**src/rtl/agp_pkg.sv**
```systemverilog
package agp_pkg;

  localparam int xlen = 32;
  localparam int reg_addr_w = 6;
  localparam int num_regs = 64;
  localparam int num_operands = 3;
  localparam int out_w = 10;

  // operand lanes; W is the destination or the branch offset.
  typedef enum logic [1:0] {
    opnd_a,
    opnd_b,
    opnd_w
  } operand_e;

  typedef enum logic [2:0] {
    op_alu,
    op_shift,
    op_out,
    op_jal,
    op_bz,
    op_bnz,
    op_li,
    op_nop
  } opcode_e;

  typedef enum logic [3:0] {
    alu_add,
    alu_adc,
    alu_sub,
    alu_rdc,
    alu_rdo,
    alu_inc,
    alu_dec,
    alu_mull,
    alu_mulh,
    alu_and,
    alu_or,
    alu_xor,
    alu_eq,
    alu_slt,
    alu_sltu,
    alu_passb
  } alu_func_e;

  // shift kind, taken from the low two function bits.
  localparam logic [1:0] sh_sll = 2'd0;
  localparam logic [1:0] sh_srl = 2'd1;
  localparam logic [1:0] sh_sra = 2'd2;

  localparam logic [5:0] raw_alu = 6'd0;
  localparam logic [5:0] raw_shift = 6'd1;
  localparam logic [5:0] raw_out = 6'd6;
  localparam logic [5:0] raw_jal = 6'd9;
  localparam logic [5:0] raw_bz = 6'd10;
  localparam logic [5:0] raw_bnz = 6'd11;

  localparam int fld_w_imm = 31;
  localparam int fld_w_hi = 30;
  localparam int fld_w_lo = 25;
  localparam int fld_fmt = 24;
  localparam int fld_a_imm = 23;
  localparam int fld_a_hi = 22;
  localparam int fld_a_lo = 17;
  localparam int fld_b_imm = 16;
  localparam int fld_b_hi = 15;
  localparam int fld_b_lo = 10;
  localparam int fld_func_hi = 9;
  localparam int fld_func_lo = 6;
  localparam int fld_opc_hi = 5;
  localparam int fld_opc_lo = 0;
  localparam int fld_li_sign = 23;
  localparam int fld_li_mag_hi = 22;

  localparam logic [xlen-1:0] nop_instr = 32'd63;

endpackage

```
**src/rtl/fetch_unit.sv**
```systemverilog
module fetch_unit (
  input  logic                     clk,
  input  logic                     rst,
  input  logic [agp_pkg::xlen-1:0] instr,
  input  logic                     redirect,
  input  logic [agp_pkg::xlen-1:0] redirect_target,
  output logic [agp_pkg::xlen-1:0] pc,
  output logic [agp_pkg::xlen-1:0] id_instr,
  output logic [agp_pkg::xlen-1:0] id_pc
);

  logic [agp_pkg::xlen-1:0] pc_next;

  // a resolved branch in execute wins over the sequential address.
  assign pc_next = redirect ? redirect_target : pc + 'd4;

  always_ff @(posedge clk) begin
    if (rst) begin
      pc <= '0;
      id_instr <= agp_pkg::nop_instr;
    end else begin
      pc <= pc_next;
      // the word being fetched is younger than the branch, so it is squashed.
      id_instr <= redirect ? agp_pkg::nop_instr : instr;
    end
    id_pc <= pc;
  end

endmodule

```
**config.mk**
```make
export PLATFORM = sky130hd
export DESIGN_NAME = fetch_unit
export DESIGN_NICKNAME = d
export VERILOG_FILES = /design/src/rtl/agp_pkg.sv /design/src/rtl/fetch_unit.sv
export SDC_FILE = /design/constraint.sdc
export NUM_CORES = 1
export LEC_CHECK = 0
export BUFFER_PORTS_ARGS = -buffer_cell sky130_fd_sc_hd__buf_2
export CAP_MARGIN = 20
export CORE_MARGIN = 2
export CORE_UTILIZATION = 42
export CTS_BUF_LIST = sky130_fd_sc_hd__clkbuf_2
export DETAILED_ROUTE_END_ITERATION = 7
export GPL_TIMING_DRIVEN = 0
export PLACE_DENSITY = 0.78
export SLEW_MARGIN = 20
export SYNTH_ARGS = -nofsm -noshare
export SYNTH_HDL_FRONTEND = slang
export SYNTH_SLANG_ARGS = --single-unit
```
**constraint.sdc**
```tcl
create_clock -name clk -period 1.6 [get_ports clk]
set_input_delay 0 -clock clk [delete_from_list [all_inputs] [get_ports clk]]
set_output_delay 0 -clock clk [all_outputs]
set_load 0.005 [all_outputs]
```
Word-level counts from Yosys, hierarchy flattened
Index checks and enable logic that the tools add are counted.
{"block": "op_classes", "addsub": 1, "muxes": 1, "reduce_logical": 1}
{"op": "$add A32 B3 Y32 const B", "count": 1}
{"op": "$mux W32", "count": 1}
{"op": "$reduce_or A2 Y1", "count": 1}
{"block": "totals", "ff_bits": 96, "inputBits": 67}

Longest topological paths before layout
Gate-level depths: netlist of the first run.
{"block": "depth", "ltp_word": 2, "depth_mapped": 6, "depth_no_buf": 6}

Worst setup path after synthesis of the first run
Ideal clock, no wire load.
{"block": "synth_path", "kind": "reg-to-reg", "from": "register pc[2] in the netlist's numbering", "to": "register pc[24] in the netlist's numbering", "setup_time_ns": 0.115, "t_arrival_ns": 1.643, "setup_slack_ns": -0.157, "stages_incl_launch_ff": 7, "n_path_buf": 0, "path_cell_list": "dfxtp_1 > ha_1 > nand3_2 > nor4_4 > nand4_1 > xnor2_1 > o21a_1"}
{"block": "synth_via", "elab_chain_cells": 2}
{"element": "start: declaration", "line": "fetch_unit.sv:7", "text": "output logic [agp_pkg::xlen-1:0] pc,"}
{"element": "start signal: assignment", "line": "fetch_unit.sv:22", "text": "pc <= pc_next;"}
{"element": "$add A32 B3 Y32", "line": "fetch_unit.sv:15", "text": "assign pc_next = redirect ? redirect_target : pc + 'd4;"}
{"element": "$mux W32", "line": "fetch_unit.sv:15"}
No other way between the ends.
A chain may end at the register's enable or synchronous reset.

Final worst setup path of the first run
{"block": "layout_path", "from": "register pc[12] in the netlist's numbering", "to": "register pc[23] in the netlist's numbering"}
Same word-level chain as after synthesis.

==> results.ini, run 1 <==
[status]
outcome = finished, violations left
violations = setup timing

[critical_path]
r2r-start = pc[12]
start_kind = register
max_stage_delay_ns = 0.45
worst_setup_path_end_kind = register
startpoint = pc[12]
worstPathArrival_ns = 2.07
crit_slowest_cell = dfxtp_2
critPathMaxFanout = 5
critical_path.endpoint = pc[23]
critPathRequiredTime_ns = 2.05
rr_endpoint = pc[23]
rr_worst_depth = 6
cp.depth = 6
path_class = register to register
critPathTopFamily = simple AND/OR/NAND/NOR gates
r2r_slack_ns = -0.01
critPathBufInv = 1
crit_chain = nand4_4 > nor4_4 > buf_2 > nand3_1 > xnor2_1 > o21a_1

[clock_tree]
cts_made_buffers = 9
cts_tree = yes
clk_pin_slew_ns = 0.24
clock-sinks = 96
root_buffer = clkbuf_2
clock_latency_ns = 0.53
h-tree-depth = 3
clockBufferDepth = 2

[logic_synthesis]
ys.flop_type = dfxtp_1
syn_inst = 307
yosys-top-cells-count = dfxtp_1, and2_1, nor2_1, xnor2_1, a21oi_1
syn_area_per_cell_um2 = 10.49
ys_ff_latch = 96
yosysTopAreaCell = dfxtp_1
async_flop_share = 0
syn_nets = 375
yosys.cell_types.count = 27
netlist_top_cells_area = dfxtp_1, xnor2_1, and2_1
synth_area_um2 = 3222
synth_top_area_frac = 0.5965
synth_edf_count = 0
yosysSeqAreaShare = 0.5965
yosysMostFrequentCell = dfxtp_1
synth_warnings = 0

[pwr]
vdd_drop_max_uv = 451.0
cellPowerDensity_nw_per_um2 = 841.4
leakage_nw = 2.547

[die]
start_util = 0.4395
ios = 163
core_um2 = 7331
dieHeight_um = 91.59
die_w_um = 91.59
num_rows = 31
die_area_um2 = 8388

[sta]
skew_ns = 0.02826
drv_slew = 0
layout_min_cycle_time_ns = 1.615
max_freq_mhz = 619.2
rsz0062_at_grt = yes
worst_pin_slew_ns = 0.6489
setup_viol = 2
relSlewSlack = 0.5674
hold_violations = 0
period_share = 1.009
setup_ws_ns = -0.01493
hold-worst-slack_ns = 0.1010

[drt]
first_pass_iters = 4
route.vias.total = 3155
first_iter_violations = 90
wirelength_mm = 9.725
wire_per_inst_um = 14.47
ant_nets = 0
viasPerCell = 4.695
drc = 0

[global_route]
first_global_vias = 3183
antenna_found_initial = 0
grt_usage = 0.2307
grt_max_degree = 16
overflow = 0
grt_pass1_wl_mm = 15.26

[finish]
synthToLayoutAreaGrowth_pct = 62.21
multi_input_area_um2 = 1242
layout.cells.non_filler = 672
seqCellArea_um2 = 1968
nets = 636
num_antenna_cells = 0
fillCellCount = 541
layout-drive-gt1-share = 0.3909

[flow_run]
cap_viol_max_count = 0

[placed_design]
dpl.hpwl_mm = 5.770
portBuffers = 161
placed_cells = 567
gp_congestion = 0.8325

[hold_path]
hold_class = input port to register
hold_depth = 4

metal layers:
| layer | track usage | part of all wire | vias up |
|---|---|---|---|
| met5 | 0 | 0 | - |
| met4 | 0.08965 | 0.020 | 0 |
| met3 | 0.05477 | 0.062 | 18 |
| met2 | 0.4240 | 0.53 | 123 |
| met1 | 0.2537 | 0.39 | 1485 |
| li1 | - | - | 1529 |
what timing repair did:
item                                    in CTS  in global routing
endpoints found under the setup margin      21                 20
cloned                                       0                  1
hold buffers                                72                  0
hold endpoints to repair                    64                  0
setup buffers                               12                  4
gates resized for setup                     15                 20
pin swaps                                    5                 10
kinds of logic (layout without fill, tap and decap cells):
family	count (synthesis)	after routing	share of synthesized area
compound gates	38	38	0.07184
xor+xnor	28	28	0.07611
mux	9	9	0.02796
buf+inv	32	298	0.03767
flops	96	96	0.5965
fa+ha+maj	1	1	0.003883
simple gates	103	103	0.1860
flip-flops by register name, summed over array words and instances, names as in the netlist:
| register | cells |
|---|---|
| id_instr | 32 |
| id_pc | 32 |
| pc | 32 |
power by group:
part	switching, W	internal (W)	total (W)
clock network	0.000788	0.000362	0.00115
registers	0.0000957	0.00253	0.00263
logic	0.000249	0.000371	0.000620
total	0.00113	0.00326	0.00440
worst reg2reg max path, cell delays in order (launching register included):
cell and delay, ns:
dfxtp_2 0.45, nand4_4 0.13, nor4_4 0.34, buf_2 0.21, nand3_1 0.10, xnor2_1 0.13, o21a_1 0.17
worst min-delay path by stage:
stage	slack, ns	to	start
after floorplan	0.1	id_instr[0]	instr[0]
after global placement	0.18	id_instr[5]	instr[5]
after detailed placement	0.18	id_instr[2]	instr[2]
after CTS	0.08	pc[9]	redirect
after global routing	0.12	pc[0]	redirect
final	0.10	pc[13]	redirect
through the flow:
step	area [um2]	power [W]	TNS, ns	setup WS (ns)	utilization
floorplan	3239	0.002856	0	0.004003	-
global placement	4169	0.003102	-3.781	-0.2709	0.5687
detailed placement	4169	0.003119	-5.021	-0.3416	0.5687
CTS	5134	0.004385	-0.01025	-0.01025	0.7003
global route	5226	0.004592	-0.8688	-0.1238	0.7129
finish	5226	0.004398	-0.02387	-0.01493	0.7129
layout by cell type (no fill, tap or decap), types with 3 or more instances in the layout:
cell | Yosys | layout
buf_2 | 1 | 163
dfxtp_1 | 96 | 77
dlygate4sd3_1 | 0 | 72
and2_1 | 26 | 26
nor2_1 | 22 | 22
xnor2_1 | 22 | 22
a21oi_1 | 19 | 19
inv_1 | 18 | 18
o21a_1 | 15 | 15
buf_4 | 0 | 14
clkbuf_1 | 13 | 12
clkbuf_2 | 0 | 11
nand3_1 | 11 | 10
nand2_1 | 10 | 10
dfxtp_2 | 0 | 10
mux2i_1 | 9 | 9
nand4_1 | 9 | 9
dfxtp_4 | 0 | 9
or3_1 | 6 | 6
xor2_1 | 6 | 6
nor3_1 | 6 | 3
nor4_4 | 2 | 3
nor3_2 | 0 | 3
nor2b_1 | 3 | 3
layout make-up:
class,count,area share
clock inverters,6,0.01149
flip-flops and latches,96,0.3766
repair buffers,250,0.3175
multi-input cells,179,0.2377
well taps,99,0.02370
clock buffers,10,0.009576
inverters,18,0.01293
plain buffers,14,0.01053
No activity file was read; power rests on OpenSTA's default activity.
==> inputs of run 2 (changes only) <==
- ABC_AREA: unset -> 1
- CORE_UTILIZATION: 42 -> 44
- PLACE_DENSITY: 0.78 -> 0.79
==> results.ini, run 2 <==
[status]
outcome = finished clean

[placed_design]
gp_congestion = 0.8407  ; +0.98%
portBuffers = 162  ; +0.62%
dpl.hpwl_mm = 7.040  ; +22%
placed_cells = 730  ; +29%
placed_area_um2 = 4514  ; +8.3%

[pwr]
leakage_nw = 2.818  ; +11%
vdd_drop_max_uv = 486.6  ; +7.9%
cellPowerDensity_nw_per_um2 = 844.4  ; +0.35%

[hold_path]
hold_class = input port to register
hold_depth = 3  ; -1
min_from = instr[5]
min_to = id_instr[5]

[sta]
relSlewSlack = 0.6296  ; +0.06223
worst_pin_slew_ns = 0.5556  ; -0.09334 ns
rsz0062_at_grt = no
hold-worst-slack_ns = 0.1528  ; +0.05171 ns
layout_min_cycle_time_ns = 1.493  ; -0.1216 ns
max_freq_mhz = 669.6  ; +8.1%
skew_ns = 0.02888  ; +0.0006172 ns
drv_slew = 0  ; unchanged
setup_viol = 0  ; -2
hold_violations = 0  ; unchanged
period_share = 0.9334  ; -0.07597

[global_route]
grt_max_degree = 17  ; +1
grt_usage = 0.2445  ; +0.01382
overflow = 0  ; unchanged
grt_pass1_wl_mm = 16.67  ; +9.3%
first_global_vias = 3677  ; +16%
antenna_found_initial = 0  ; unchanged

[die]
core_um2 = 7807  ; +6.5%
num_rows = 32  ; +3.2%
dieHeight_um = 94.15  ; +2.8%
ios = 163  ; unchanged
start_util = 0.4580  ; +0.01852
die_area_um2 = 8864  ; +5.7%
die_w_um = 94.15  ; +2.8%

[logic_synthesis]
yosys-top-cells-count = nand2_1, dfxtp_1, nor2_1
ys.flop_type = dfxtp_1
yosysMostFrequentCell = nand2_1
syn_inst = 466  ; +52%
synth_top_area_frac = 0.5374  ; -0.05907
netlist_top_cells_area = dfxtp_1, nand2_1, nor2_1
synth_area_um2 = 3576  ; +11%
synth_warnings = 0  ; unchanged
synth_edf_count = 0  ; unchanged
yosysSeqAreaShare = 0.5374  ; -0.05907
async_flop_share = 0  ; unchanged
ys_ff_latch = 96  ; unchanged
yosysTopAreaCell = dfxtp_1
syn_area_per_cell_um2 = 7.674  ; -27%
yosys.cell_types.count = 25  ; -7.4%
syn_nets = 534  ; +42%

[clock_tree]
cts_tree = yes
clock_latency_ns = 0.55  ; +0.02 ns
clk_pin_slew_ns = 0.26  ; +0.02 ns
clock-sinks = 96  ; unchanged
h-tree-depth = 3  ; unchanged
cts_made_buffers = 9  ; unchanged
clockBufferDepth = 2  ; unchanged
root_buffer = clkbuf_2

[finish]
nets = 777  ; +22%
num_antenna_cells = 0  ; unchanged
synthToLayoutAreaGrowth_pct = 49.93
multi_input_area_um2 = 1339  ; +7.8%
mostFrequentLayoutCells = buf_2, nand2_1, dfxtp_1
final_area_um2 = 5361  ; +2.6%
layout-drive-gt1-share = 0.3109  ; -0.08000
layout.cells.non_filler = 816  ; +21%
final_common_cell = buf_2
largestRegisters = id_instr: 32 flops, id_pc: 32 flops, pc: 32 flops
seqCellArea_um2 = 1934  ; -1.7%
fillCellCount = 631  ; +17%

[drt]
ant_nets = 0  ; unchanged
route.vias.total = 3763  ; +19%
viasPerCell = 4.612  ; -1.8%
wirelength_mm = 10.76  ; +11%
routed-wl-met3_um = 792  ; +31%
first_pass_iters = 4  ; unchanged
drc = 0  ; unchanged
first_iter_violations = 160  ; +78%
routedLengthMet1_mm = 4.192  ; +11%
wire_per_inst_um = 13.19  ; -8.9%
highest_layer = met4
route.met2.wl_mm = 5.462  ; +5.8%

[critical_path]
rr_endpoint = pc[10]
worst_setup_path_end_kind = register
path_class = input port to register
worstPathArrival_ns = 2.01  ; -0.06 ns
start_kind = input port
rr_worst_depth = 8  ; +2
r2r_slack_ns = 0.11  ; +0.12 ns
critPathMaxFanout = 10  ; +5
critPathRequiredTime_ns = 2.11  ; +0.06 ns
r2r-start = pc[3]

[flow_run]
cap_viol_max_count = 0  ; unchanged

==> run 2: changes by cell type in the layout (fill, tap and decap cells not counted), sizes merged, moves of 15 or more <==
cell | before | now
inv | 18 | 75
o21ai | 3 | 25
nor2 | 22 | 92
and2 | 26 | 1
nand2 | 10 | 114
o21a | 15 | 0
xnor2 | 22 | 3
==> run 2: logic make-up (layout without fill, tap and decap cells) <==
family                     Yosys count  count (layout)  share of synthesized area
and+or+nand+nor                    239             239                     0.2943
xor gates and xnor gates             7               7                    0.01715
AOI/OAI and AO/OA                   39              39                    0.05528
DFF                                 96              96                     0.5374
buffers and inverters               84             332                    0.09237
adders and majority gates            1               1                   0.003498
==> run 2: report_power, final <==
group	internal [W]	switching (W)
Clock	0.000374	0.000808
Combinational	0.000366	0.000303
Sequential	0.00256	0.000118
Total	0.00330	0.00123
==> run 2: final cells by class <==
type                    count  area share
clock buffers              10    0.009335
plain buffers               9    0.009102
clock inverters             6     0.01260
inverters                  74     0.05181
flip-flops and latches     96      0.3608
multi-input cells         286      0.2497
well taps                 102     0.02380
repair buffers            233      0.2828
==> run 2: routing by layer <==
layer	track usage	vias to the layer above
met5	0	-
met2	0.4625	157
li1	-	1884
met1	0.2555	1690
met3	0.05698	32
met4	0.1039	0
==> run 2: through the flow <==
stage / TNS (ns) / util / total power, W / worst slack, ns
finish: 0 / 0.6867 / 0.004527 / 0.1066
global route: 0 / 0.6867 / 0.004751 / 0.001547
CTS: 0 / 0.6821 / 0.004526 / 0.006836
detailed placement: -0.02132 / 0.5782 / 0.003234 / -0.02132
global placement: 0 / 0.5782 / 0.003217 / 0.01419
floorplan: 0 / - / 0.002924 / 0.1826
==> run 2: timing repair <==
| item | 4_1_cts | 5_1_grt |
|---|---|---|
| endpoints found under the hold margin | 64 | 0 |
| gates resized for setup | 2 | 10 |
| pin swaps | 0 | 3 |
| hold buffers | 69 | 0 |
| setup endpoints to repair | 2 | 11 |
| buffers inserted | 0 | 2 |
==> run 2: how the worst max path moves through the flow <==
| stage | slack [ns] | from | cells past startpoint | endpoint |
|---|---|---|---|---|
| floorplan | 0.18 | pc[2] | 10 | pc[22] |
| global route | 0.002 | pc[13] | 9 | pc[26] |
| detailed placement | -0.02 | pc[2] | 10 | pc[30] |
| global placement | 0.01 | pc[2] | 10 | pc[30] |
| finish | 0.11 | redirect | 7 | pc[3] |
| CTS | 0.007 | pc[2] | 10 | pc[30] |
==> run 2: critical path, stage by stage <==
cell	delay [ns]
dlygate4sd3_1	0.53
buf_2	0.17
inv_2	0.19
clkbuf_1	0.37
nor2_1	0.08
nor2_1	0.11
dlygate4sd3_1	0.55
==> inputs of run 3 (changes only) <==
- CORE_ASPECT_RATIO: unset -> 1.2
==> results.ini, run 3 (same netlist as run 2, synthesis figures left out) <==
[sta]
period_share = 0.9280  ; -0.005333
hold_violations = 0  ; unchanged
skew_ns = 0.02095  ; -0.007934 ns
drv_slew = 0  ; unchanged
relSlewSlack = 0.6734  ; +0.04376
layout_min_cycle_time_ns = 1.485  ; -0.008533 ns
tns_ns = 0  ; unchanged
setup_ws_ns = 0.1152  ; +0.008533 ns
setup_viol = 0  ; unchanged
max_freq_mhz = 673.5  ; +0.57%
worst_pin_slew_ns = 0.4899  ; -0.06563 ns
rsz0062_at_grt = no

[drt]
wire_per_inst_um = 13.13  ; -0.49%
drc = 0  ; unchanged
first_iter_violations = 126  ; -21%
ant_nets = 0  ; unchanged
viasPerCell = 4.541  ; -1.5%
wirelength_mm = 10.65  ; -1.1%
route.vias.total = 3683  ; -2.1%
first_pass_iters = 6  ; +2

[clock_tree]
clockBufferDepth = 2  ; unchanged
cts_tree = yes
clock_latency_ns = 0.57  ; +0.02 ns
h-tree-depth = 3  ; unchanged
clock-sinks = 96  ; unchanged
cts_made_buffers = 9  ; unchanged
root_buffer = clkbuf_2
clk_pin_slew_ns = 0.24  ; -0.02 ns

[global_route]
grt_usage = 0.2410  ; -0.003508
first_global_vias = 3651  ; -0.71%
grt_pass1_wl_mm = 16.32  ; -2.1%
grt_max_degree = 16  ; -1
antenna_found_initial = 0  ; unchanged
overflow = 0  ; unchanged

[hold_path]
min_from = instr[4]
hold_depth = 3  ; unchanged
min_to = id_instr[4]
hold_class = input port to register

[critical_path]
r2r_slack_ns = 0.12  ; about the same
worst_setup_path_end_kind = register
rr_endpoint = pc[3]
rr_worst_depth = 4  ; -4
r2r-start = pc[2]
path_class = register to register
critPathRequiredTime_ns = 2.08  ; -0.03 ns
critPathMaxFanout = 4  ; -6
worstPathArrival_ns = 1.96  ; -0.05 ns
start_kind = register

[die]
dieHeight_um = 102.8  ; +9.1%
core_um2 = 8018  ; +2.7%
start_util = 0.4460  ; -0.01201
num_rows = 36  ; +13%
die_w_um = 86.30  ; -8.3%
die_area_um2 = 8867  ; about the same
ios = 163  ; unchanged

[pwr]
vdd_drop_max_uv = 570.3  ; +17%
cellPowerDensity_nw_per_um2 = 883.2  ; +4.6%
leakage_nw = 2.859  ; +1.4%

[placed_design]
dpl_worst_slack_ns = 0.005504  ; +0.02682 ns
portBuffers = 162  ; unchanged
gp_congestion = 0.8481  ; +0.88%
dpl.hpwl_mm = 6.907  ; -1.9%

[finish]
mostFrequentLayoutCells = buf_2, nand2_1, dfxtp_1
layout-drive-gt1-share = 0.3073  ; -0.003662
num_antenna_cells = 0  ; unchanged
largestRegisters = id_instr: 32 flops, id_pc: 32 flops, pc: 32 flops
nets = 780  ; +0.39%
synthToLayoutAreaGrowth_pct = 51.71
final_common_cell = buf_2

[status]
outcome = finished clean

[flow_run]
cap_viol_max_count = 0  ; unchanged

run 3: cell type report:
| type | instances | area [um2] |
|---|---|---|
| timing repair buffer | 236 | 1549 |
| multi-input combinational | 286 | 1344 |
| inverter | 74 | 277.8 |
| clock buffer | 9 | 45.04 |
| buffer | 9 | 50.05 |
| fill | 654 | 2592 |
| tap | 95 | 118.9 |
| sequential | 96 | 1933 |
| clock inverter | 6 | 107.6 |
run 3: where the power goes:
| part | internal [W] | total, W | switching (W) |
|---|---|---|---|
| clock network | 0.000663 | 0.00144 | 0.000778 |
| registers | 0.00256 | 0.00267 | 0.000116 |
| logic | 0.000374 | 0.000679 | 0.000305 |
run 3: worst max-delay path, stage by stage (launching register included):
cell	delay, ns
dfxtp_4	0.42
ha_4	0.23
o21ai_0	0.14
nor2_1	0.05
dlygate4sd3_1	0.55
run 3: worst max path at each step:
| stage | startpoint | to | slack, ns | cells after the start |
|---|---|---|---|---|
| after floorplan | pc[2] | pc[22] | 0.18 | 10 |
| after global placement | pc[2] | pc[30] | 0.03 | 10 |
| after detailed placement | pc[2] | pc[30] | 0.006 | 10 |
| after CTS | pc[3] | pc[30] | 0.03 | 10 |
| after global routing | pc[16] | pc[31] | 0.005 | 9 |
| final | pc[2] | pc[3] | 0.12 | 4 |
run 3: what timing repair did:
item,4_1_cts,5_1_grt
gates resized for setup,1,13
hold buffers,73,0
setup buffers,0,1
setup endpoints to repair,3,7
hold endpoints to repair,64,0
pin swaps,0,3
run 3: routing by layer:
layer,wire length [um],global-route usage,vias to the layer above
li1,-,-,1886
met5,0,0,-
met3,668,0.05524,32
met2,5551,0.4609,134
met1,4050,0.2380,1631
met4,374,0.1346,0
run 3: per-stage QoR:
| stage | std cells | instance area (um2) | hold WS (ns) | utilization | total power (W) |
|---|---|---|---|---|---|
| after floorplan | 466 | 3576 | 0.06907 | - | 0.002924 |
| after global placement | 723 | 4506 | 0.1850 | 0.5620 | 0.003214 |
| after detailed placement | 723 | 4506 | 0.1963 | 0.5620 | 0.003232 |
| after CTS | 811 | 5390 | 0.1152 | 0.6723 | 0.004790 |
| after global routing | 811 | 5425 | 0.1330 | 0.6767 | 0.005007 |
| final | 811 | 5425 | 0.1527 | 0.6767 | 0.004792 |
