==> src/rtl/agp_pkg.sv <==
package agp_pkg;

  localparam int xlen = 32;
  localparam int reg_addr_w = 6;
  localparam int num_regs = 64;
  localparam int num_operands = 3;
  localparam int out_w = 10;

  // operand lanes; W is the destination or the branch offset.
  typedef enum logic [1:0] {
    opnd_a,
    opnd_b,
    opnd_w
  } operand_e;

  typedef enum logic [2:0] {
    op_alu,
    op_shift,
    op_out,
    op_jal,
    op_bz,
    op_bnz,
    op_li,
    op_nop
  } opcode_e;

  typedef enum logic [3:0] {
    alu_add,
    alu_adc,
    alu_sub,
    alu_rdc,
    alu_rdo,
    alu_inc,
    alu_dec,
    alu_mull,
    alu_mulh,
    alu_and,
    alu_or,
    alu_xor,
    alu_eq,
    alu_slt,
    alu_sltu,
    alu_passb
  } alu_func_e;

  // shift kind, taken from the low two function bits.
  localparam logic [1:0] sh_sll = 2'd0;
  localparam logic [1:0] sh_srl = 2'd1;
  localparam logic [1:0] sh_sra = 2'd2;

  localparam logic [5:0] raw_alu = 6'd0;
  localparam logic [5:0] raw_shift = 6'd1;
  localparam logic [5:0] raw_out = 6'd6;
  localparam logic [5:0] raw_jal = 6'd9;
  localparam logic [5:0] raw_bz = 6'd10;
  localparam logic [5:0] raw_bnz = 6'd11;

  localparam int fld_w_imm = 31;
  localparam int fld_w_hi = 30;
  localparam int fld_w_lo = 25;
  localparam int fld_fmt = 24;
  localparam int fld_a_imm = 23;
  localparam int fld_a_hi = 22;
  localparam int fld_a_lo = 17;
  localparam int fld_b_imm = 16;
  localparam int fld_b_hi = 15;
  localparam int fld_b_lo = 10;
  localparam int fld_func_hi = 9;
  localparam int fld_func_lo = 6;
  localparam int fld_opc_hi = 5;
  localparam int fld_opc_lo = 0;
  localparam int fld_li_sign = 23;
  localparam int fld_li_mag_hi = 22;

  localparam logic [xlen-1:0] nop_instr = 32'd63;

endpackage

==> src/rtl/instr_decode.sv <==
module instr_decode (
  input  logic [agp_pkg::xlen-1:0]       id_instr,
  input  logic [agp_pkg::xlen-1:0]       id_pc,
  output logic [agp_pkg::reg_addr_w-1:0] opnd_addr [agp_pkg::num_operands],
  output logic [agp_pkg::num_operands-1:0] opnd_is_imm,
  output logic [agp_pkg::xlen-1:0]       opnd_imm [agp_pkg::num_operands],
  output agp_pkg::opcode_e               ex_opcode_in,
  output agp_pkg::alu_func_e             ex_func_in,
  output logic [agp_pkg::xlen-1:0]       ex_pc_in,
  output logic [agp_pkg::xlen-1:0]       li_value,
  output logic [agp_pkg::reg_addr_w-1:0] dest_addr
);

  logic [agp_pkg::xlen-1:0] li_mag;

  always_comb begin
    ex_opcode_in = agp_pkg::op_nop;
    if (id_instr[agp_pkg::fld_fmt]) begin
      // the wide immediate format is only defined with the W flag set.
      if (id_instr[agp_pkg::fld_w_imm]) begin
        ex_opcode_in = agp_pkg::op_li;
      end
    end else begin
      case (id_instr[agp_pkg::fld_opc_hi:agp_pkg::fld_opc_lo])
        agp_pkg::raw_alu:   ex_opcode_in = agp_pkg::op_alu;
        agp_pkg::raw_shift: ex_opcode_in = agp_pkg::op_shift;
        agp_pkg::raw_out:   ex_opcode_in = agp_pkg::op_out;
        agp_pkg::raw_jal:   ex_opcode_in = agp_pkg::op_jal;
        agp_pkg::raw_bz:    ex_opcode_in = agp_pkg::op_bz;
        agp_pkg::raw_bnz:   ex_opcode_in = agp_pkg::op_bnz;
        default:            ex_opcode_in = agp_pkg::op_nop;
      endcase
    end
  end

  always_comb begin
    opnd_addr[agp_pkg::opnd_a] = id_instr[agp_pkg::fld_a_hi:agp_pkg::fld_a_lo];
    opnd_addr[agp_pkg::opnd_b] = id_instr[agp_pkg::fld_b_hi:agp_pkg::fld_b_lo];
    opnd_addr[agp_pkg::opnd_w] = id_instr[agp_pkg::fld_w_hi:agp_pkg::fld_w_lo];
    opnd_is_imm[agp_pkg::opnd_a] = id_instr[agp_pkg::fld_a_imm];
    opnd_is_imm[agp_pkg::opnd_b] = id_instr[agp_pkg::fld_b_imm];
    opnd_is_imm[agp_pkg::opnd_w] = id_instr[agp_pkg::fld_w_imm];
    // an immediate operand is its address field read as a signed number.
    for (int i = 0; i < agp_pkg::num_operands; i++) begin
      opnd_imm[i] = {{(agp_pkg::xlen - agp_pkg::reg_addr_w){opnd_addr[i][agp_pkg::reg_addr_w-1]}},
                     opnd_addr[i]};
    end
  end

  // load-immediate is sign and magnitude.
  assign li_mag = {{(agp_pkg::xlen - agp_pkg::fld_li_mag_hi - 1){1'b0}},
                   id_instr[agp_pkg::fld_li_mag_hi:0]};
  assign li_value = id_instr[agp_pkg::fld_li_sign] ? -li_mag : li_mag;

  assign ex_func_in = agp_pkg::alu_func_e'(id_instr[agp_pkg::fld_func_hi:agp_pkg::fld_func_lo]);
  assign ex_pc_in = id_pc;
  assign dest_addr = id_instr[agp_pkg::fld_w_hi:agp_pkg::fld_w_lo];

endmodule

==> config.mk <==
export PLATFORM = sky130hd
export DESIGN_NAME = instr_decode
export DESIGN_NICKNAME = d
export VERILOG_FILES = /design/src/rtl/agp_pkg.sv /design/src/rtl/instr_decode.sv
export SDC_FILE = /design/constraint.sdc
export NUM_CORES = 1
export LEC_CHECK = 0
export BUFFER_PORTS_ARGS = -buffer_cell sky130_fd_sc_hd__clkbuf_2
export CORE_AREA = 2 2 100 102
export DETAILED_ROUTE_END_ITERATION = 8
export DIE_AREA = 0 0 102 104
export GPL_TIMING_DRIVEN = 0
export PLACE_DENSITY_LB_ADDON = 0.12
export SYNTH_ARGS = -nofsm -noshare
export SYNTH_HDL_FRONTEND = slang
export SYNTH_SLANG_ARGS = --single-unit
==> constraint.sdc <==
create_clock -name vclk -period 3.1
set_input_delay 0 -clock vclk [all_inputs]
set_output_delay 0 -clock vclk [all_outputs]
set_load 0.05 [all_outputs]
Word level (Yosys, flattened, before mapping)
Index checks and enable logic that the tools add are counted.
- flip-flop bits (word level): 0
- bits of input ports: 64
- output and inout bits: 194
- logic and storage cells: 11
- add/sub/neg operators: 1
- equality and inequality tests: 5
- muxes and demuxes: 4
- reduce and logical (&&, ||, !) cells: 1
- operator list (cell ; count):
    2-to-1 mux 32 bit ; 1
    negator 23 -> 32 bit ; 1
    == test 6 x 4 -> 1 bit, second input constant ; 3
    one-hot mux 3 bit (6 select lines) ; 1
    == test 6 x 1 -> 1 bit, second input constant ; 1
    == test 6 x 3 -> 1 bit, second input constant ; 1
    logical NOT 6 bit ; 1
    2-to-1 mux 3 bit ; 1
    2-to-1 mux 1 bit ; 1

Longest topological paths before layout
Gate-level depths: netlist of the first run.
- depth after elaboration: 3
- gate-level depth with buffers: 6
- gate-level depth less buffers: 6

Least setup slack after synthesis of the first run
No wires, ideal clock.
- path type: input -> output
- start point: input id_instr[18] (netlist bit)
- end point: output li_value[22] (netlist bit)
- data arrival time: 1.775 ns
- data required time: 3.100 ns
- setup slack: 1.325 ns
- stages on the path: 5
- cell sequence: or4_4 -> or4_4 -> buf_6 -> o21ai_0 -> xnor2_1
- word-level cells in the longest chain between the ends: 2
- ends and longest elaborated chain (what ; line ; RTL):
    start: declaration ; instr_decode.sv:2 ; input logic [agp_pkg::xlen-1:0] id_instr,
    negator 23 -> 32 bit ; instr_decode.sv:53 ; assign li_value = id_instr[agp_pkg::fld_li_sign] ? -li_mag : li_mag;
    2-to-1 mux 32 bit ; instr_decode.sv:53 ;
    end: declaration ; instr_decode.sv:10 ; output logic [agp_pkg::xlen-1:0] li_value,
No other way between the ends.

Worst setup path after layout of the first run
- start point: input id_instr[2] (netlist bit)
- end point: output li_value[13] (netlist bit)
Same word-level chain as after synthesis.

==> results of run 1 <==
[cells in the mapped netlist (all sizes together) (3+ instances only)]
cell    number
buf        162
o21ai        8
nand4        3
nor3         4
o31ai        7
ha           4
o41a         9
nor4         4
clkbuf       5
xnor2       21
inv          4
nor2         5
nand2       12
[power groups by stage]
stage          sequential [mW]  clock, mW  combinational [mW]
2_1_floorplan                0          0               0.760
3_3_place_gp                 0          0               0.945
3_5_place_dp                 0          0               0.944
4_1_cts                      0          0               0.945
5_1_grt                      0          0               0.980
6_report                     0          0               0.936
[logic make-up after synthesis]
group	Yosys count	share of synthesized area (%)
buf+inv	171	65.2
simple gates	35	9.47
compound gates	32	13.1
xor+xnor	21	9.60
fa+ha+maj	4	2.61
[layer usage]
layer / routed length [um] / up-vias
li1: - / 1149
met1: 2500 / 953
met2: 3220 / 143
met3: 580 / 0
met4: 0 / 0
met5: 0 / -
[how the worst min path moves through the flow]
stage,from,to,slack (ns),cells after the start
after floorplan,id_instr[25],dest_addr[0],0.17,1
after global placement,id_pc[18],ex_pc_in[18],0.33,2
after detailed placement,id_pc[31],ex_pc_in[31],0.33,2
after CTS,id_pc[26],ex_pc_in[26],0.33,2
after global routing,id_pc[30],ex_pc_in[30],0.33,2
final,id_pc[15],ex_pc_in[15],0.33,2
[metrics by stage]
step	hold slack, ns	worst slack, ns	std cells
after floorplan	0.167	1.32	263
after global placement	0.329	0.906	613
after detailed placement	0.328	0.865	613
after CTS	0.328	0.864	613
after global routing	0.330	0.602	613
final	0.327	0.921	613
[area by class of cell]
cell class | count | area [um2]
timing repair buffer | 217 | 1090
inverter | 4 | 15.0
tap | 133 | 166
fill | 1081 | 6380
multi-input combinational | 92 | 667
buffer | 167 | 1230
==> run summary, run 1 <==
Along the worst path, the maximum fanout reaches 10. Following the worst setup path forward leads to its endpoint at li_value[13]. The full die area came out at 0.0106 mm2. The final routed DRC violation total came out at 0.

The net count of the mapped netlist is 331. The max-slew headroom at the worst pin came out at 42.3%. Entering global routing, the biggest net connects 34 pins.

In the layout the commonest cells are clkbuf_2 (217), buf_4 (160), xnor2_1 (21). After routing, the total negative slack on setup checks comes to 0 ns. met2 is the most crowded layer. In this run the power density over the cells is 295 mW/mm2. The post-detailed-placement cell area came out at 0.00317 mm2. The slowest stage of the critical path is the nor4_1 cell. The startpoint type of the worst setup path is a primary input.

The starting density of the core is 20.1%. The cell accounting for the most synthesized area is buf_4. The number of antenna violations at the first check in global routing is 0.

The internal power summed over all cells came out at 0.264 mW. In this run switching power makes up 71.8% of total power. The mean number of vias per cell is 3.66. The number of pins exceeding their max-slew limit in the final report is 0. The global-route met1 utilization is 12.2%. The leakage component of the power came out at 1.87 nW.

The total number of nets in the final design is 550. The met3 track demand over resource came out at 0.739%. A synthesized cell averages 7.29 um2.

The initialized floorplan defines 36 standard-cell rows. Measured along the y axis, the die boundary spans 104 um. The floorplan step set the die width to 102 um. For met2 alone, demand over resource in global routing was 21.2%.

For this run, the slowest stage of the critical path takes 0.69 ns. The count of final hold-check violations is 0. The critical path contains buffers and inverters numbering 2 combined. The number of I/O pins came out at 258. In the post-synthesis netlist, the biggest area contributors are buf_4 (63%), xnor2_1 (9.6%), o41a_1 (5.3%). The synthesis warning total came out at 0. The max-capacitance violation count came out at 0.

The sequential share of power came out at 0%. The final instance area came out at 0.00317 mm2. The number of global-route vias before repair came out at 1,939. The share of the synthesized area in the top cell type came out at 62.7%.

The half-perimeter wire length after placement is 5540 um. The critical path is of the in -> out type. The remaining antenna violation count is 0. The largest vdd supply drop is 131 uV. The required time reported for the critical path endpoint is 3.10 ns.

The remaining global-route overflow came out at 0. The clock buffers instantiated in the layout total 0. The flow ran to the end, and the final reports show no timing, DRC or antenna violations. Static timing analysis puts the maximum clock frequency at 459 MHz. After layout, the worst path uses 70.3% of the clock period. Dividing the detail-routed wire length by the instance count gives 10.3 um. After synthesis, flip-flops and latches occupy 0% of the total area.

Grouping stages by cell kind, the critical path spends the most delay in simple AND/OR/NAND/NOR gates. The floorplan core area is 0.00955 mm2. Cells with a size suffix above 1 make up 79.2% of the layout. The via count of the routed design is 2,245. The total of hold buffers inserted after clock tree synthesis is 0. The most common library cell in the layout ignoring fill and taps is clkbuf_2. The total of cells resized after clock tree synthesis came out at 0. The number of flip-flops and latches came out at 0. The number of distinct library cells after synthesis came out at 26. The number of instances in the synthesized netlist is 263. The critical path goes through clkbuf_1, nor4_1, nand2_1, o31ai_1, xnor2_1, clkbuf_2. The worst hold path belongs to the class in -> out. Of the total power, the clock network draws 0%. The post-CTS setup buffer count is 0. The critical path launch point is id_instr[2]. The critical path arrival came out at 2.18 ns.

The routability-driven placement congestion ratio is 0.677. The first TritonRoute pass finished after 4 iterations. The aggregate global-route resource usage is 10.4%. The element type at the critical path end is an output pin. The quantity of I/O buffers inserted on ports is 217. The transition time at the pin with the least slew margin is 0.859 ns. The final layout contains routed wiring with a total length of 6310 um. The shortest period the worst path allows is 2.18 ns.

The portion of total power attributed to combinational logic came out at 100.0%. In the final layout, flip-flops and latches occupy 0 um2. Setup repair after global routing left no endpoint under its margin.

Counting buffers and inverters, the worst setup path is 6 cells deep. The initial detailed-routing violation count is 30. The antenna diode count is 0. The first-pass GRT wire length is 9380 um. The switching power total came out at 0.672 mW. The mapped netlist covers 0.00192 mm2. The total power of the final layout came out at 0.936 mW. The post-route core utilization is 33.2%. Relative to the synthesized area, the layout overhead comes to 65.3%. Setup violations remaining at the end of the flow were counted as 0.
No activity file was read; power rests on OpenSTA's default activity.
==> run 2: changes to the inputs <==
ABC_AREA = 1   (was default)
clock period = 2.05 ns   (was 3.1 ns; I/O delays follow)
==> run 2 against run 1 <==
Clock-buffer cell count is the same. Worst setup slack worse by 0.31 ns. Sequential share of layout area did not move. Utilization is 2.0 points higher. Die area stayed put. Combinational power up 52%. Worst hold slack barely moved. Global-route usage decreased by 0.26 points. Wire length increased by 2.0%. Non-clock buffer count down 2. Critical path depth rose by 2. Largest power group unchanged.
==> run summary, run 2 <==
The flow ran to the end, and the final reports show no timing, DRC or antenna violations. The aggregate global-route resource usage came out at 10.2%. Leaving out fill and tap cells, the most frequent cell in the layout is clkbuf_2.

The layout cell share with drive strength beyond 1 is 72.5%. After detailed routing, the number of remaining DRC violations is 0. For this run, the number of Yosys warnings is 0. Setup repair after global routing left no endpoint under its margin.

By startpoint and endpoint, the worst setup path is classified as in -> out. STA classifies the critical path startpoint as a primary input. The max-capacitance violation count is 0.

The number of antenna violations at the first check in global routing came out at 0. The final critical path takes up 70.3% of the cycle. The post-route core utilization came out at 35.2%. The internal power summed over all cells is 0.392 mW. The number of distinct library cells after synthesis is 26.

The number of pins exceeding their max-slew limit in the final report is 0. The minimum hold slack came out at 0.327 ns. From left edge to right edge, the die measures 102 um. The first-pass GRT wire length is 9140 um. The multi-input combinational cell area came out at 747 um2.

The area growth from synthesis to layout came out at 60.7%. The fill cell instance count of the final layout is 1,080. The number of global-route vias before repair came out at 1,970. The average instance area after synthesis came out at 6.27 um2.

The post-detailed-placement cell area came out at 0.00336 mm2. The fraction of power spent switching nets is 72.5%. The transition time at the pin with the least slew margin is 0.559 ns. The net count of the finished layout is 623. The initial utilization of the core area, before any placement, comes to 21.9%. The number of I/O pins came out at 258. The clock buffer instance count of the final layout is 0.

The total power divided by cell area came out at 424 mW/mm2. The wire-length estimate of the detail-placed layout is 5800 um. After synthesis, the most frequently instantiated cells are buf_4 (160), nand2_1 (47), inv_1 (32). The peak fanout along the critical path came out at 30.

The total power of the final layout came out at 1.42 mW. Summing every instance area after synthesis gives 0.00209 mm2. The highest clock rate is 694 MHz. The critical path goes through clkbuf_2, nor2_1, nand2_1, nor2_1, nand3_1, o21ai_2, inv_1, clkbuf_2.

Combinational cells account for 100.0% of the total power. The setup slack of the critical path after layout is 0.608 ns. The final number of setup-violating endpoints came out at 0.

The element type at the critical path end is an output pin. The summed negative setup slack over all endpoints came out at 0 ns. Entering global routing, the biggest net connects 32 pins. The slowest cell on the critical path is clkbuf_2. The average detailed-routed wire length per instance came out at 9.38 um.

In this run, the number of DRC markers left after iteration 0 of detailed routing was 72. After clock tree synthesis, the setup repair step added 0 buffers. The flip-flop and latch area came out at 0 um2. The net count of the mapped netlist came out at 401. After floorplanning, the core was divided into 36 placement rows. In the layout the commonest cells are clkbuf_2 (220), buf_4 (160), nand2_1 (47). The first detailed-routing pass took 4 iterations. The repair_antennas step left the layout with diodes totalling 0. The number of instances in the placed design is 686. For this run, the number of standard cells in the final layout without fillers is 686. After synthesis, flip-flops and latches occupy 0% of the total area. The count of final hold-check violations came out at 0. The largest vdd supply drop is 177 uV. The shortest period the worst path allows is 1.44 ns. The quantity of I/O buffers inserted on ports came out at 220. After clock tree synthesis, the flow added hold-fix buffers numbering 0. The max-slew headroom at the worst pin is 62.7%.

Summed over all instances, the cell type with the most area after synthesis is buf_4. The total of cells resized after clock tree synthesis came out at 0. The routed wire length is 6440 um.

In this run, the clock network consumes 0% of the power. The critical path arrival is 1.44 ns. The final route contains 2,470 vias. The final instance area is 0.00336 mm2. The floorplan core area is 0.00955 mm2. The sequential share of power came out at 0%. On the worst path, the slowest cell contributes a delay of 0.30 ns.

The required time reported for the critical path endpoint came out at 2.05 ns. The remaining antenna violation count is 0. The share of the synthesized area in the top cell type is 57.5%. Summed over all cells, the static leakage comes to 2.17 nW. The design has 0 sequential cells. The routability-driven placement congestion ratio is 0.705. The full die area came out at 0.0106 mm2. The worst slack at placement came out at 0.565 ns. By area the synthesized netlist is led by buf_4 (57%), nand2_1 (8.4%), inv_1 (5.7%). The die span in y came out at 104 um. The worst hold path belongs to the class in -> out.

By instance count, the leading cell after synthesis is buf_4. In the routed layout, each cell is associated on average with a via count of 3.60. The switching power total came out at 1.03 mW. The number of instances in the synthesized netlist is 333.

The remaining global-route overflow is 0.
[run 2: cell count changes after synthesis, sizes merged, moves of 2 or more]
| cell | change |
|---|---|
| a21oi | +3 |
| clkbuf | -5 |
| inv | +31 |
| nand2 | +38 |
| nand3 | +17 |
| nor2 | +23 |
| nor3 | -3 |
| nor4 | -4 |
| o31ai | -7 |
| o41a | -9 |
| o41ai | -2 |
| or4 | -2 |
| xnor2 | -17 |
| xor2 | +9 |
[run 2: area by class of cell]
class	instances	share of cell area, %
repair buffers	220	32.8
plain buffers	162	36.1
multi-input cells	136	22.3
well taps	133	4.96
inverters	35	3.91
[run 2: critical path: cells and delay by family]
family | cells | cell delay [ns]
compound gates | 1 | 0.22
buf+inv | 3 | 0.59
simple gates | 4 | 0.62
[run 2: path summary, 6_finish.rpt]
path	from	endpoint	slack [ns]	depth (start not counted)
worst max-delay path	id_instr[15]	li_value[24]	0.61	8
worst min-delay path	id_instr[25]	dest_addr[0]	0.33	2
[run 2: kinds of logic (layout without fill, tap and decap cells)]
group,after synthesis,count (layout),synth area share [%]
buf+inv,197,417,64.3
simple gates,103,103,23.0
compound gates,16,16,4.91
xor+xnor,13,13,5.45
fa+ha+maj,4,4,2.40
[run 2: power by group through the flow]
| stage | logic, mW | clock network, mW | registers [mW] |
|---|---|---|---|
| detailed placement | 1.44 | 0 | 0 |
| finish | 1.42 | 0 | 0 |
| global placement | 1.44 | 0 | 0 |
| CTS | 1.44 | 0 | 0 |
| floorplan | 1.15 | 0 | 0 |
| global route | 1.49 | 0 | 0 |
[run 2: metal layers]
metal | track usage (%) | routed length [um]
met3 | 1.14 | 675
met5 | 0 | 0
met2 | 20.9 | 3390
met1 | 11.5 | 2370
met4 | 0 | 0
==> run 3: changes to the inputs <==
CORE_AREA = 2 2 99 101   (was 2 2 100 102)
DIE_AREA = 0 0 101 103   (was 0 0 102 104)
clock period = 1.2 ns   (was 2.05 ns; I/O delays follow)
==> run 3 against run 2 <==
First-iteration DRC count fell by 54%. Worst setup slack got worse by 0.56 ns. Critical path type unchanged. Largest cell class unchanged. Die area fell by 1.9%. Critical path depth rose by 2. Worst hold slack barely moved. Via count rose by 2.5%. Utilization rose by 4.8 points.
==> run summary, run 3 (synthesized netlist as in run 2, its figures left out) <==
The required time reported for the critical path endpoint is 1.20 ns. The area growth from synthesis to layout is 80.9%. The flow ran to the end, and the final reports show no timing, DRC or antenna violations. The highest clock rate is 870 MHz. The count of final hold-check violations is 0.

The worst pin sits at a relative slew slack of 78.9%. The number of pins exceeding their max-slew limit in the final report came to 0. The number of I/O pins is 258.

In this run, post-CTS hold repair placed 0 buffers. The library cell used most frequently in the layout, excluding fill and tap cells, is clkbuf_2. After layout, the design draws a total of 2.61 mW.

The layout has 1,032 filler cells. The initial detailed-routing violation count came out at 33. The routed design could run at a clock period as short as 1.15 ns.

Setup violations remaining at the end of the flow were counted as 0. The transition time at the pin with the least slew margin came out at 0.316 ns. The first-pass GRT wire length is 8820 um. 0 antenna diodes ended up in the layout. Input and output buffers added on the ports amount to 220. The number of flip-flops and latches is 0. In the final layout, flip-flops and latches occupy 0 um2. The first-pass detailed-route iteration total came out at 4. The path class of the tightest hold or removal check is in -> out. The total number of placement rows is 36.

From left edge to right edge, the die measures 101 um. The layout cell share with drive strength beyond 1 came out at 79.6%. The total power divided by cell area is 690 mW/mm2. The floorplan core area came out at 0.00946 mm2. Setup repair after global routing could not meet its margin everywhere.

The final worst-path cycle share came out at 95.8%. The via count of the routed design is 2,531. The critical path arrival is 1.15 ns. Including well taps, the total number of placed cells is 667. The top cell types in the final layout, fill and taps aside, are clkbuf_2 (187), buf_4 (170), nand2_1 (44). The start-to-end type of the worst setup path is in -> out. STA classifies the critical path startpoint as a primary input. The aggregate global-route resource usage came out at 10.1%. The post-route core utilization is 40.0%. The summed negative setup slack over all endpoints is 0 ns. After detailed routing, the average wire length per cell comes to 9.70 um. The mean number of vias per cell is 3.76.

For this run, design rule violations remaining after detail routing come to 0. After layout, the worst setup slack is 0.0507 ns. Of all nets on the critical path, the largest fanout is 7. The remaining antenna violation count is 0. The number of global-route vias before repair is 1,927. The routed wire length is 6540 um. The leakage component of the power is 2.30 nW. STA classifies the critical path endpoint as an output pin. The remaining global-route overflow came out at 0. The die covers 0.0104 mm2. The die span in y is 103 um. The clock buffer instance count of the final layout came out at 0.

The number of antenna violations at the first check in global routing came out at 0. The total number of nets in the final design is 630. The pin count of the biggest net entering global routing is 32.

The starting density of the core is 22.1%. The worst slack at placement is -0.333 ns. The routability-driven placement congestion ratio is 0.808. The tool flagged a number of max-cap violations equal to 0. Excluding fillers, the count of instances in the completed layout stands at 674. The largest vdd supply drop came out at 356 uV. Detailed placement ended at an HPWL of 5570 um.
## run 3: changes by cell type in the layout (fill, tap and decap cells not counted), moves of 8 or more
cell | before | now
buf_4 | 160 | 170
buf_6 | 0 | 8
buf_8 | 0 | 9
clkbuf_2 | 220 | 187
clkbuf_4 | 0 | 8
inv_1 | 32 | 20
inv_2 | 3 | 12
nor2_1 | 20 | 10
nor2_4 | 1 | 10
## run 3: worst max-delay path: stages
cell	delay (ns)
buf_2	0.13
inv_2	0.08
nand2_2	0.08
nor2_4	0.10
nand3_2	0.10
nand2_4	0.14
nand3_4	0.09
nor2_4	0.20
inv_1	0.07
buf_6	0.15
## run 3: final cells by class
class                      count  area, um2  area share (%)
tap                          114        143            3.77
buffer                       162       1210            32.1
timing repair buffer         227       1350            35.6
multi-input combinational    136        940            24.9
inverter                      35        139            3.67
## run 3: metrics by stage
stage,hold WS [ns],cell area (um2)
floorplan,0.167,2140
global placement,0.328,3380
detailed placement,0.328,3380
CTS,0.328,3600
global route,0.330,3780
finish,0.327,3780
## run 3: where the power goes
part / total (mW) / switching [mW] / internal, mW
registers: 0 / 0 / 0
logic: 2.61 / 1.82 / 0.787
clock network: 0 / 0 / 0
total: 2.61 / 1.82 / 0.787
## run 3: routing by layer
| metal | share of wire [%] | up-vias | wire length, um | GRT usage (%) |
|---|---|---|---|---|
| li1 | - | 1311 | - | - |
| met1 | 37 | 1077 | 2430 | 11.7 |
| met2 | 54 | 143 | 3520 | 21.1 |
| met3 | 9.0 | 0 | 588 | 1.02 |
| met4 | 0 | 0 | 0 | 0 |
| met5 | 0 | - | 0 | 0 |
## run 3: worst paths after layout
| path | startpoint | end | depth (start not counted) |
|---|---|---|---|
| worst max-delay path | id_instr[4] | li_value[23] | 10 |
| worst min-delay path | id_pc[10] | ex_pc_in[10] | 2 |
## run 3: repair_timing
| action | CTS | global route |
|---|---|---|
| cloned | 0 | 0 |
| setup buffers | 0 | 7 |
| resized for setup | 59 | 71 |
| endpoints found under the setup margin | 25 | 27 |
| pin swaps | 7 | 18 |
